===== config.mk =====
export PLATFORM = sky130hd
export DESIGN_NAME = l1d_top
export DESIGN_NICKNAME = d
export VERILOG_FILES = /design/src/common/l1d_pkg.sv /design/src/dcache/l1d_data_array.sv /design/src/dcache/l1d_miss_fsm.sv /design/src/verilog/l1d_refill_beat_counter.sv /design/src/verilog/l1d_top.sv
export SDC_FILE = /design/constraint.sdc
export NUM_CORES = 2
export LEC_CHECK = 0
export BUFFER_PORTS_ARGS = -buffer_cell sky130_fd_sc_hd__buf_2
export CORE_MARGIN = 2
export CORE_UTILIZATION = 45
export DETAILED_ROUTE_END_ITERATION = 8
export PLACE_DENSITY = 0.59
export SYNTH_ARGS = -nofsm -noshare
export SYNTH_HDL_FRONTEND = slang
export SYNTH_HIERARCHICAL = 1
export SYNTH_SLANG_ARGS = --single-unit

===== constraint.sdc =====
create_clock -name i_clk -period 13.53 [get_ports i_clk]
set_input_delay 0.6765 -clock i_clk [delete_from_list [all_inputs] [get_ports i_clk]]
set_output_delay 0.6765 -clock i_clk [all_outputs]
set_load 0.01 [all_outputs]

===== src/common/l1d_pkg.sv =====
package l1d_pkg;

  // --------------------------------------------------
  // Cache geometry
  // --------------------------------------------------
  localparam int LINE_W = 128;
  localparam int WORD_W = 32;
  localparam int BEATS  = 4;
  localparam int SETS   = 16;

  // Address field positions
  localparam int WORD_LSB = 2;
  localparam int IDX_LSB  = 4;
  localparam int TAG_LSB  = 8;

  typedef logic [31:0]       paddr_t;
  typedef logic [WORD_W-1:0] word_t;
  typedef logic [LINE_W-1:0] line_t;
  typedef logic [3:0]        index_t;
  typedef logic [23:0]       tag_t;
  typedef logic [3:0]        be_t;
  typedef logic [1:0]        beat_t;

  // --------------------------------------------------
  // Encodings
  // --------------------------------------------------
  typedef enum logic [1:0] {
    STATUS_NONE,
    STATUS_HIT,
    STATUS_MISS,
    STATUS_L1D_CONFLICT
  } l1d_status_e;

  typedef enum logic {
    L2_CMD_RD,
    L2_CMD_WR
  } l2_cmd_e;

  // Write-back comes before the refill read
  typedef enum logic [2:0] {
    MISS_IDLE,
    MISS_EVICT,
    MISS_REFILL_REQ,
    MISS_REFILL_WAIT,
    MISS_FILL
  } miss_state_e;

endpackage


===== src/dcache/l1d_data_array.sv =====
`timescale 1ns/100ps

module l1d_data_array (
  input  logic            i_clk,
  input  logic            i_reset_n,

  // Read port A, load and store lookup
  input  l1d_pkg::index_t i_rd_a_index,
  output l1d_pkg::tag_t   o_rd_a_tag,
  output logic            o_rd_a_valid,
  output logic            o_rd_a_dirty,
  output l1d_pkg::line_t  o_rd_a_line,

  // Read port B, snoop
  input  l1d_pkg::index_t i_rd_b_index,
  output l1d_pkg::tag_t   o_rd_b_tag,
  output logic            o_rd_b_valid,
  output l1d_pkg::line_t  o_rd_b_line,

  // Store word write
  input  logic            i_st_we,
  input  l1d_pkg::index_t i_st_index,
  input  l1d_pkg::beat_t  i_st_word,
  input  l1d_pkg::word_t  i_st_data,
  input  l1d_pkg::be_t    i_st_be,

  // Refill line write
  input  logic            i_fill_we,
  input  l1d_pkg::index_t i_fill_index,
  input  l1d_pkg::tag_t   i_fill_tag,
  input  l1d_pkg::line_t  i_fill_line
);
  import l1d_pkg::*;

  tag_t            r_tag  [SETS];
  line_t           r_data [SETS];
  logic [SETS-1:0] r_valid;
  logic [SETS-1:0] r_dirty;

  assign o_rd_a_tag   = r_tag[i_rd_a_index];
  assign o_rd_a_valid = r_valid[i_rd_a_index];
  assign o_rd_a_dirty = r_dirty[i_rd_a_index];
  assign o_rd_a_line  = r_data[i_rd_a_index];

  assign o_rd_b_tag   = r_tag[i_rd_b_index];
  assign o_rd_b_valid = r_valid[i_rd_b_index];
  assign o_rd_b_line  = r_data[i_rd_b_index];

  // Line state bits
  always_ff @(posedge i_clk, negedge i_reset_n) begin
    if (!i_reset_n) begin
      r_valid <= '0;
      r_dirty <= '0;
    end else if (i_fill_we) begin
      r_valid[i_fill_index] <= 1'b1;
      r_dirty[i_fill_index] <= 1'b0;
    end else if (i_st_we) begin
      r_dirty[i_st_index] <= 1'b1;
    end
  end

  // Tag and data storage, store merges only the enabled bytes
  always_ff @(posedge i_clk) begin
    if (i_fill_we) begin
      r_tag[i_fill_index]  <= i_fill_tag;
      r_data[i_fill_index] <= i_fill_line;
    end else if (i_st_we) begin
      for (int b = 0; b < WORD_W / 8; b++) begin
        if (i_st_be[b]) begin
          r_data[i_st_index][int'(i_st_word) * WORD_W + b * 8 +: 8] <= i_st_data[b * 8 +: 8];
        end
      end
    end
  end

endmodule


===== src/dcache/l1d_miss_fsm.sv =====
`timescale 1ns/100ps

module l1d_miss_fsm (
  input  logic                i_clk,
  input  logic                i_reset_n,

  // Miss request with the victim seen on read port A
  input  logic                i_miss_start,
  input  l1d_pkg::paddr_t     i_miss_paddr,
  input  logic                i_victim_valid,
  input  logic                i_victim_dirty,
  input  l1d_pkg::tag_t       i_victim_tag,
  input  l1d_pkg::line_t      i_victim_line,

  output logic                o_busy,
  output l1d_pkg::index_t     o_busy_index,
  output l1d_pkg::tag_t       o_busy_tag,

  // L2 request channel
  output logic                o_l2_req_valid,
  input  logic                i_l2_req_ready,
  output l1d_pkg::l2_cmd_e    o_l2_req_cmd,
  output l1d_pkg::paddr_t     o_l2_req_paddr,
  output l1d_pkg::line_t      o_l2_req_data,

  input  logic                i_line_done,

  output logic                o_count_start,
  output logic                o_fill_we,
  output logic                o_refill_valid,
  output l1d_pkg::paddr_t     o_refill_paddr
);
  import l1d_pkg::*;

  miss_state_e r_state;
  miss_state_e w_state_next;
  index_t      r_index;
  tag_t        r_tag;
  tag_t        r_victim_tag;
  line_t       r_victim_line;
  logic        w_req_fire;

  assign w_req_fire = o_l2_req_valid & i_l2_req_ready;

  always_comb begin
    w_state_next = r_state;
    case (r_state)
      MISS_IDLE: begin
        if (i_miss_start) begin
          // Clean or empty victim goes straight to the read
          w_state_next = (i_victim_valid & i_victim_dirty) ? MISS_EVICT : MISS_REFILL_REQ;
        end
      end
      MISS_EVICT:       if (w_req_fire) w_state_next = MISS_REFILL_REQ;
      MISS_REFILL_REQ:  if (w_req_fire) w_state_next = MISS_REFILL_WAIT;
      MISS_REFILL_WAIT: if (i_line_done) w_state_next = MISS_FILL;
      MISS_FILL:        w_state_next = MISS_IDLE;
      default:          w_state_next = MISS_IDLE;
    endcase
  end

  always_ff @(posedge i_clk, negedge i_reset_n) begin
    if (!i_reset_n) begin
      r_state <= MISS_IDLE;
    end else begin
      r_state <= w_state_next;
    end
  end

  // Capture miss line and victim when a refill begins
  always_ff @(posedge i_clk) begin
    if (i_miss_start && r_state == MISS_IDLE) begin
      r_index       <= i_miss_paddr[TAG_LSB-1:IDX_LSB];
      r_tag         <= i_miss_paddr[31:TAG_LSB];
      r_victim_tag  <= i_victim_tag;
      r_victim_line <= i_victim_line;
    end
  end

  assign o_busy       = (r_state != MISS_IDLE);
  assign o_busy_index = r_index;
  assign o_busy_tag   = r_tag;

  // --------------------------------------------------
  // L2 request, held stable until accepted
  // --------------------------------------------------
  assign o_l2_req_valid = (r_state == MISS_EVICT) | (r_state == MISS_REFILL_REQ);
  assign o_l2_req_cmd   = (r_state == MISS_EVICT) ? L2_CMD_WR : L2_CMD_RD;
  assign o_l2_req_paddr = (r_state == MISS_EVICT) ? {r_victim_tag, r_index, {IDX_LSB{1'b0}}} :
                                                    {r_tag, r_index, {IDX_LSB{1'b0}}};
  assign o_l2_req_data  = r_victim_line;

  assign o_count_start  = (r_state == MISS_REFILL_REQ) & w_req_fire;
  assign o_fill_we      = (r_state == MISS_FILL);
  assign o_refill_valid = (r_state == MISS_FILL);
  assign o_refill_paddr = {r_tag, r_index, {IDX_LSB{1'b0}}};

endmodule


===== src/verilog/l1d_refill_beat_counter.sv =====
`timescale 1ns/100ps

module l1d_refill_beat_counter (
  input  logic           i_clk,
  input  logic           i_reset_n,
  input  logic           i_start,
  input  logic           i_resp_valid,
  input  l1d_pkg::word_t i_resp_data,
  output l1d_pkg::line_t o_line,
  output logic           o_line_done
);
  import l1d_pkg::*;

  logic  r_pending;
  beat_t r_count;
  logic  r_done;
  line_t r_line;
  logic  w_beat;

  // Stray beats outside a refill are dropped
  assign w_beat = i_resp_valid & r_pending;

  always_ff @(posedge i_clk, negedge i_reset_n) begin
    if (!i_reset_n) begin
      r_pending <= 1'b0;
      r_count   <= '0;
      r_done    <= 1'b0;
    end else begin
      r_done <= w_beat && (r_count == beat_t'(BEATS - 1));
      if (i_start) begin
        r_pending <= 1'b1;
        r_count   <= '0;
      end else if (w_beat) begin
        r_count <= r_count + 1'b1;
        if (r_count == beat_t'(BEATS - 1)) begin
          r_pending <= 1'b0;
        end
      end
    end
  end

  // Beats arrive in word order
  always_ff @(posedge i_clk) begin
    if (w_beat) begin
      r_line[int'(r_count) * WORD_W +: WORD_W] <= i_resp_data;
    end
  end

  assign o_line      = r_line;
  assign o_line_done = r_done;

endmodule


===== src/verilog/l1d_top.sv =====
`timescale 1ns/100ps

module l1d_top (
  input  logic                      i_clk,
  input  logic                      i_reset_n,

  // Core load port
  input  logic                      i_ld_valid,
  input  l1d_pkg::paddr_t           i_ld_paddr,
  output logic                      o_ld_resp_valid,
  output l1d_pkg::l1d_status_e      o_ld_resp_status,
  output l1d_pkg::word_t            o_ld_resp_data,

  // Core store port
  input  logic                      i_st_valid,
  input  l1d_pkg::paddr_t           i_st_paddr,
  input  l1d_pkg::word_t            i_st_data,
  input  l1d_pkg::be_t              i_st_be,
  output logic                      o_st_resp_valid,
  output l1d_pkg::l1d_status_e      o_st_resp_status,

  // Snoop port
  input  logic                      i_snoop_valid,
  input  l1d_pkg::paddr_t           i_snoop_paddr,
  output logic                      o_snoop_resp_valid,
  output l1d_pkg::l1d_status_e      o_snoop_resp_status,
  output l1d_pkg::line_t            o_snoop_resp_data,
  output logic [l1d_pkg::LINE_W/8-1:0] o_snoop_resp_be,

  output logic                      o_refill_valid,
  output l1d_pkg::paddr_t           o_refill_paddr,

  // L2 channel
  output logic                      o_l2_req_valid,
  input  logic                      i_l2_req_ready,
  output l1d_pkg::l2_cmd_e          o_l2_req_cmd,
  output l1d_pkg::paddr_t           o_l2_req_paddr,
  output l1d_pkg::line_t            o_l2_req_data,
  input  logic                      i_l2_resp_valid,
  input  l1d_pkg::word_t            i_l2_resp_data
);
  import l1d_pkg::*;

  index_t      w_ld_index, w_st_index, w_sn_index, w_rd_a_index, w_busy_index;
  tag_t        w_ld_tag, w_st_tag, w_sn_tag, w_rd_a_tag, w_rd_b_tag, w_busy_tag;
  beat_t       w_ld_word, w_st_word;
  logic        w_rd_a_valid, w_rd_a_dirty, w_rd_b_valid;
  line_t       w_rd_a_line, w_rd_b_line, w_fill_line;
  logic        w_busy, w_miss_start, w_st_we, w_fill_we, w_line_done, w_count_start;
  logic        w_ld_hit, w_st_hit, w_sn_hit, w_st_port_ok;
  l1d_status_e w_ld_status, w_st_status;

  assign w_ld_index = i_ld_paddr[TAG_LSB-1:IDX_LSB];
  assign w_ld_tag   = i_ld_paddr[31:TAG_LSB];
  assign w_ld_word  = i_ld_paddr[IDX_LSB-1:WORD_LSB];
  assign w_st_index = i_st_paddr[TAG_LSB-1:IDX_LSB];
  assign w_st_tag   = i_st_paddr[31:TAG_LSB];
  assign w_st_word  = i_st_paddr[IDX_LSB-1:WORD_LSB];
  assign w_sn_index = i_snoop_paddr[TAG_LSB-1:IDX_LSB];
  assign w_sn_tag   = i_snoop_paddr[31:TAG_LSB];

  // --------------------------------------------------
  // s0 lookup and status
  // --------------------------------------------------
  // Port A follows the load, a store shares it only on the same set
  assign w_rd_a_index = i_ld_valid ? w_ld_index : w_st_index;
  assign w_st_port_ok = !i_ld_valid || (w_ld_index == w_st_index);
  assign w_ld_hit     = w_rd_a_valid && (w_rd_a_tag == w_ld_tag);
  assign w_st_hit     = w_rd_a_valid && (w_rd_a_tag == w_st_tag);
  assign w_sn_hit     = w_rd_b_valid && (w_rd_b_tag == w_sn_tag);

  always_comb begin
    w_ld_status  = STATUS_NONE;
    w_miss_start = 1'b0;
    if (i_ld_valid) begin
      if (w_busy && w_ld_index == w_busy_index) w_ld_status = STATUS_L1D_CONFLICT;
      else if (w_ld_hit)                        w_ld_status = STATUS_HIT;
      else if (w_busy)                          w_ld_status = STATUS_L1D_CONFLICT;
      else begin
        w_ld_status  = STATUS_MISS;
        w_miss_start = 1'b1;
      end
    end
  end

  // A store next to a starting refill would be lost at fill time
  always_comb begin
    w_st_status = STATUS_NONE;
    w_st_we     = 1'b0;
    if (i_st_valid) begin
      if (w_busy || w_miss_start || !w_st_port_ok) w_st_status = STATUS_L1D_CONFLICT;
      else if (w_st_hit) begin
        w_st_status = STATUS_HIT;
        w_st_we     = 1'b1;
      end else begin
        w_st_status = STATUS_MISS;
      end
    end
  end

  // --------------------------------------------------
  // s1 response registers
  // --------------------------------------------------
  always_ff @(posedge i_clk, negedge i_reset_n) begin
    if (!i_reset_n) begin
      o_ld_resp_valid     <= 1'b0;
      o_st_resp_valid     <= 1'b0;
      o_snoop_resp_valid  <= 1'b0;
      o_ld_resp_status    <= STATUS_NONE;
      o_st_resp_status    <= STATUS_NONE;
      o_snoop_resp_status <= STATUS_NONE;
    end else begin
      o_ld_resp_valid     <= i_ld_valid;
      o_st_resp_valid     <= i_st_valid;
      o_snoop_resp_valid  <= i_snoop_valid;
      o_ld_resp_status    <= w_ld_status;
      o_st_resp_status    <= w_st_status;
      o_snoop_resp_status <= !i_snoop_valid ? STATUS_NONE :
                             w_sn_hit       ? STATUS_HIT : STATUS_MISS;
    end
  end

  always_ff @(posedge i_clk) begin
    o_ld_resp_data    <= w_rd_a_line[int'(w_ld_word) * WORD_W +: WORD_W];
    o_snoop_resp_data <= w_rd_b_line;
    o_snoop_resp_be   <= (i_snoop_valid && w_sn_hit) ? '1 : '0;
  end

  l1d_data_array l1d_data_array_inst (
    .i_clk        (i_clk),
    .i_reset_n    (i_reset_n),
    .i_rd_a_index (w_rd_a_index),
    .o_rd_a_tag   (w_rd_a_tag),
    .o_rd_a_valid (w_rd_a_valid),
    .o_rd_a_dirty (w_rd_a_dirty),
    .o_rd_a_line  (w_rd_a_line),
    .i_rd_b_index (w_sn_index),
    .o_rd_b_tag   (w_rd_b_tag),
    .o_rd_b_valid (w_rd_b_valid),
    .o_rd_b_line  (w_rd_b_line),
    .i_st_we      (w_st_we),
    .i_st_index   (w_st_index),
    .i_st_word    (w_st_word),
    .i_st_data    (i_st_data),
    .i_st_be      (i_st_be),
    .i_fill_we    (w_fill_we),
    .i_fill_index (w_busy_index),
    .i_fill_tag   (w_busy_tag),
    .i_fill_line  (w_fill_line)
  );

  l1d_miss_fsm l1d_miss_fsm_inst (
    .i_clk          (i_clk),
    .i_reset_n      (i_reset_n),
    .i_miss_start   (w_miss_start),
    .i_miss_paddr   (i_ld_paddr),
    .i_victim_valid (w_rd_a_valid),
    .i_victim_dirty (w_rd_a_dirty),
    .i_victim_tag   (w_rd_a_tag),
    .i_victim_line  (w_rd_a_line),
    .o_busy         (w_busy),
    .o_busy_index   (w_busy_index),
    .o_busy_tag     (w_busy_tag),
    .o_l2_req_valid (o_l2_req_valid),
    .i_l2_req_ready (i_l2_req_ready),
    .o_l2_req_cmd   (o_l2_req_cmd),
    .o_l2_req_paddr (o_l2_req_paddr),
    .o_l2_req_data  (o_l2_req_data),
    .i_line_done    (w_line_done),
    .o_count_start  (w_count_start),
    .o_fill_we      (w_fill_we),
    .o_refill_valid (o_refill_valid),
    .o_refill_paddr (o_refill_paddr)
  );

  l1d_refill_beat_counter l1d_refill_beat_counter_inst (
    .i_clk        (i_clk),
    .i_reset_n    (i_reset_n),
    .i_start      (w_count_start),
    .i_resp_valid (i_l2_resp_valid),
    .i_resp_data  (i_l2_resp_data),
    .o_line       (w_fill_line),
    .o_line_done  (w_line_done)
  );

endmodule

==> metrics.txt <==
part of the cycle the worst path needs 0.708; R2R setup slack 6180 ps; clk_skew 98.3 ps; sequential share of the synthesized area 0.664; I/O pins 551; WHS 80.9 ps; leakage 48.8 nW; Min-Delay Path Class in2reg; CP Launch Type input port; Post-CTS Hold Buffers 31; top_reg_cell synth edfxtp_1; maxcap violations 0; post-route ant nets 0; Max VDD drop 0.109 mV; hold path depth 1; CTS resizes 0; max_slew headroom 0.0422; DR vias/cell 6.81; Post-Place Cells 10,900; Mean Syn Cell Area 18.6 sq um; Achievable Freq 0.104 GHz; status finished clean; clk slew on worst S/H paths 60 ps; worst-path cell chain dlygate4sd3_1, buf_2, mux2_4, buf_4, nor2b_4, buf_4, a22oi_1, nand2_1, xor2_1, nor4_1, nand3_1, o31ai_4, and4_1, buf_4, nand2b_1, or3_4, mux2i_4, buf_4, nor2_1; Clock Latency Late Sink 970 ps; dpl hpwl 304,000 um; Psw 0.00561 W; chip width 543 um; Syn-to-layout area delta 13.5%; Max Slew Vio Count 0; layout filler cell count 23,200; setup_tns 0 ps; endpoint class of the critical path register; Clock Sink Count 2,949; Setup Fix Bufs, Post-CTS 0; Synth Instances 7,027; final number of setup-violating endpoints 0; R2R depth 14; internal power 0.0163 W; final wirelength 471,000 um; die area 295,000 sq um; Placer Congestion 0.950; critical path required time 14,060 ps; GRT Resource Usage Total 0.315; clock network power share 0.411; worst-margin pin slew 1430 ps; largest net degree at the start of global routing 161; # DRC 0; Die Y-Extent 543 um; Gate power share 0.117; Root Driver clkbuf_16; share of cells above drive strength 1 0.314; # port buffers 534; RSZ-0062 raised after global routing no; Async S/R FF share, synth 0.0163; worst reg2reg endpoint l1d_data_array_inst/r_data[2][73]; initial core utilization 0.453; TritonCTS clock tree yes; arrival time at the worst endpoint 10,110 ps; capture point of the worst path l1d_data_array_inst/r_data[2][73]; hold violation total from the final report 0; grt total ovfl 0; Flop pwr share 0.472; Crit path top cell by count buf_4; H-tree depth 5; CTS Buf Count 323; CORE AREA 288,000 sq um; multi-input logic area 41,200 sq um; register bit total from synthesis 2,949; first-pass GRT wire length 632,000 um; vias in the first global route 76,900; Final nets 7,678; initial antenna violation count 98; unique cell type count in the Yosys netlist 63; Iter 0 DRT Violations 12,100; Post-synth EDFFs 2,740; largest buffer count on any clock path 4; WL/cell 40.3 um; Mapped Area 131,000 sq um; Critical path origin i_ld_valid; reg2reg start l1d_data_array_inst/r_tag[3][7]; total number of vias 79,500; YS warnings 6; register area 86,700 sq um; Slowest-stage cell, CP nor2_1; Pwr Density 148 nW/um^2; FP Rows 197; min Tclk post-route 9580 ps; worst-path maximum fanout 31; Sw Share 0.256; Setup CP Type in2reg; final non-filler cell total 11,700; CP peak stage delay 1030 ps; drt pass-1 iters 7
==> per-stage QoR <==
stage	power (W)	util	setup slack (ps)	cell area, sq um
after floorplan	0.0119	-	1940	131000
after global placement	0.0130	0.474	3770	137000
after detailed placement	0.0130	0.474	3710	137000
after CTS	0.0220	0.513	4110	148000
after global routing	0.0224	0.513	3820	148000
final	0.0219	0.514	3950	148000
==> worst min path at each step <==
| stage | from | endpoint | slack (ps) |
|---|---|---|---|
| floorplan | i_reset_n | l1d_data_array_inst/r_dirty[0] | 380 |
| global placement | l1d_data_array_inst/r_dirty[0] | l1d_data_array_inst/r_dirty[0] | 460 |
| detailed placement | l1d_data_array_inst/r_valid[6] | l1d_data_array_inst/r_valid[6] | 470 |
| CTS | i_ld_paddr[28] | l1d_miss_fsm_inst/o_busy_tag[20] | 30 |
| global route | i_ld_paddr[28] | l1d_miss_fsm_inst/o_busy_tag[20] | 50 |
| finish | i_ld_paddr[28] | l1d_miss_fsm_inst/o_busy_tag[20] | 80 |
==> cell type report <==
cell class | count | area share
Sequential cell | 2949 | 0.585
Multi-Input combinational cell | 3478 | 0.278
Clock buffer | 398 | 0.0585
Tap cell | 3781 | 0.0319
Timing Repair Buffer | 731 | 0.0295
Clock inverter | 196 | 0.0142
Antenna cell | 131 | 0.00221
Inverter | 13 | 0.000329
==> critical path: cells and delay by family <==
| family | cells | cell delay (ps) |
|---|---|---|
| buf+inv | 6 | 2650 |
| mux | 2 | 1000 |
| xor+xnor | 1 | 160 |
| compound gates | 2 | 630 |
| simple gates | 8 | 4690 |
==> power by group through the flow <==
stage               registers, W  clock network (W)  logic, W
finish                    0.0104            0.00902   0.00256
global route              0.0104            0.00946   0.00261
global placement          0.0105                  0   0.00246
floorplan                 0.0105                  0   0.00135
CTS                       0.0104            0.00912   0.00251
detailed placement        0.0105                  0   0.00249
==> registers in the layout (all words and copies together) (netlist names), 4 cells and up <==
register                             count
l1d_refill_beat_counter_inst/o_line    128
l1d_miss_fsm_inst/r_victim_tag          24
l1d_data_array_inst/r_data            2048
l1d_miss_fsm_inst/o_l2_req_data        128
l1d_data_array_inst/r_valid             16
l1d_data_array_inst/r_dirty             16
l1d_data_array_inst/r_tag              384
l1d_miss_fsm_inst/o_busy_index           4
o_ld_resp_data                          32
l1d_miss_fsm_inst/o_busy_tag            24
o_snoop_resp_data                      128
==> cell families after synthesis <==
kind of cell,after synthesis,synth area share
other,1,0.0000287
AO/OA/AOI/OAI,872,0.0499
flip-flops,2949,0.664
multiplexers,1457,0.220
AND/OR/NAND/NOR,1049,0.0368
XOR/XNOR,81,0.00543
adder cells (fa/ha/maj),11,0.00105
buffers and inverters,607,0.0233
==> cell usage in the layout (no fill, tap or decap), types with 43 or more instances in the layout <==
cell type	synthesis	final
nor2_1	328	308
buf_4	61	157
and2_1	73	67
a22oi_1	669	669
buf_2	246	531
clkbuf_1	214	53
xnor2_1	54	54
clkinv_2	0	63
and3_1	44	43
dfxtp_1	161	161
mux2i_1	304	304
dfrtp_1	48	48
edfxtp_1	2740	2740
diode_2	0	131
mux4_2	1108	1108
clkinv_1	0	49
clkbuf_16	0	330
a22o_1	96	96
nand3_1	87	87
nand2_1	377	377
==> per-layer routing <==
layer  track usage  routed length (um)
met1         0.406              168000
met2         0.485              221000
met5             0                  27
met4         0.215               32800
met3        0.0614               49100
==> cell usage after synthesis (all sizes together), types with 2 or more instances <==
master,n,area [sq um]
edfxtp,2740,82300
mux4,1108,25000
a22oi,669,5020
nand2,377,1420
buf,376,2170
nor2,328,1230
mux2i,320,3390
clkbuf,218,823
dfxtp,161,3220
a22o,96,841
and2,94,614
nand3,87,435
xnor2,54,473
dfrtp,48,1200
o21ai,48,240
and3,44,275
mux2,29,327
xor2,27,236
o22ai,20,125
nand2b,19,119
or2,19,119
a31oi,18,113
nand4,16,100
nor2b,15,93.8
nor3,15,75.1
inv,13,48.8
ha,11,138
nor4,9,56.3
o31ai,9,81.3
nor3b,7,75.1
o41ai,4,35.0
and4,3,26.3
and2b,2,15.0
nand3b,2,15.0
nand4b,2,17.5
nor4b,2,38.8
nor4bb,2,35.0
or3,2,12.5
(Power assumes the default switching activity.)
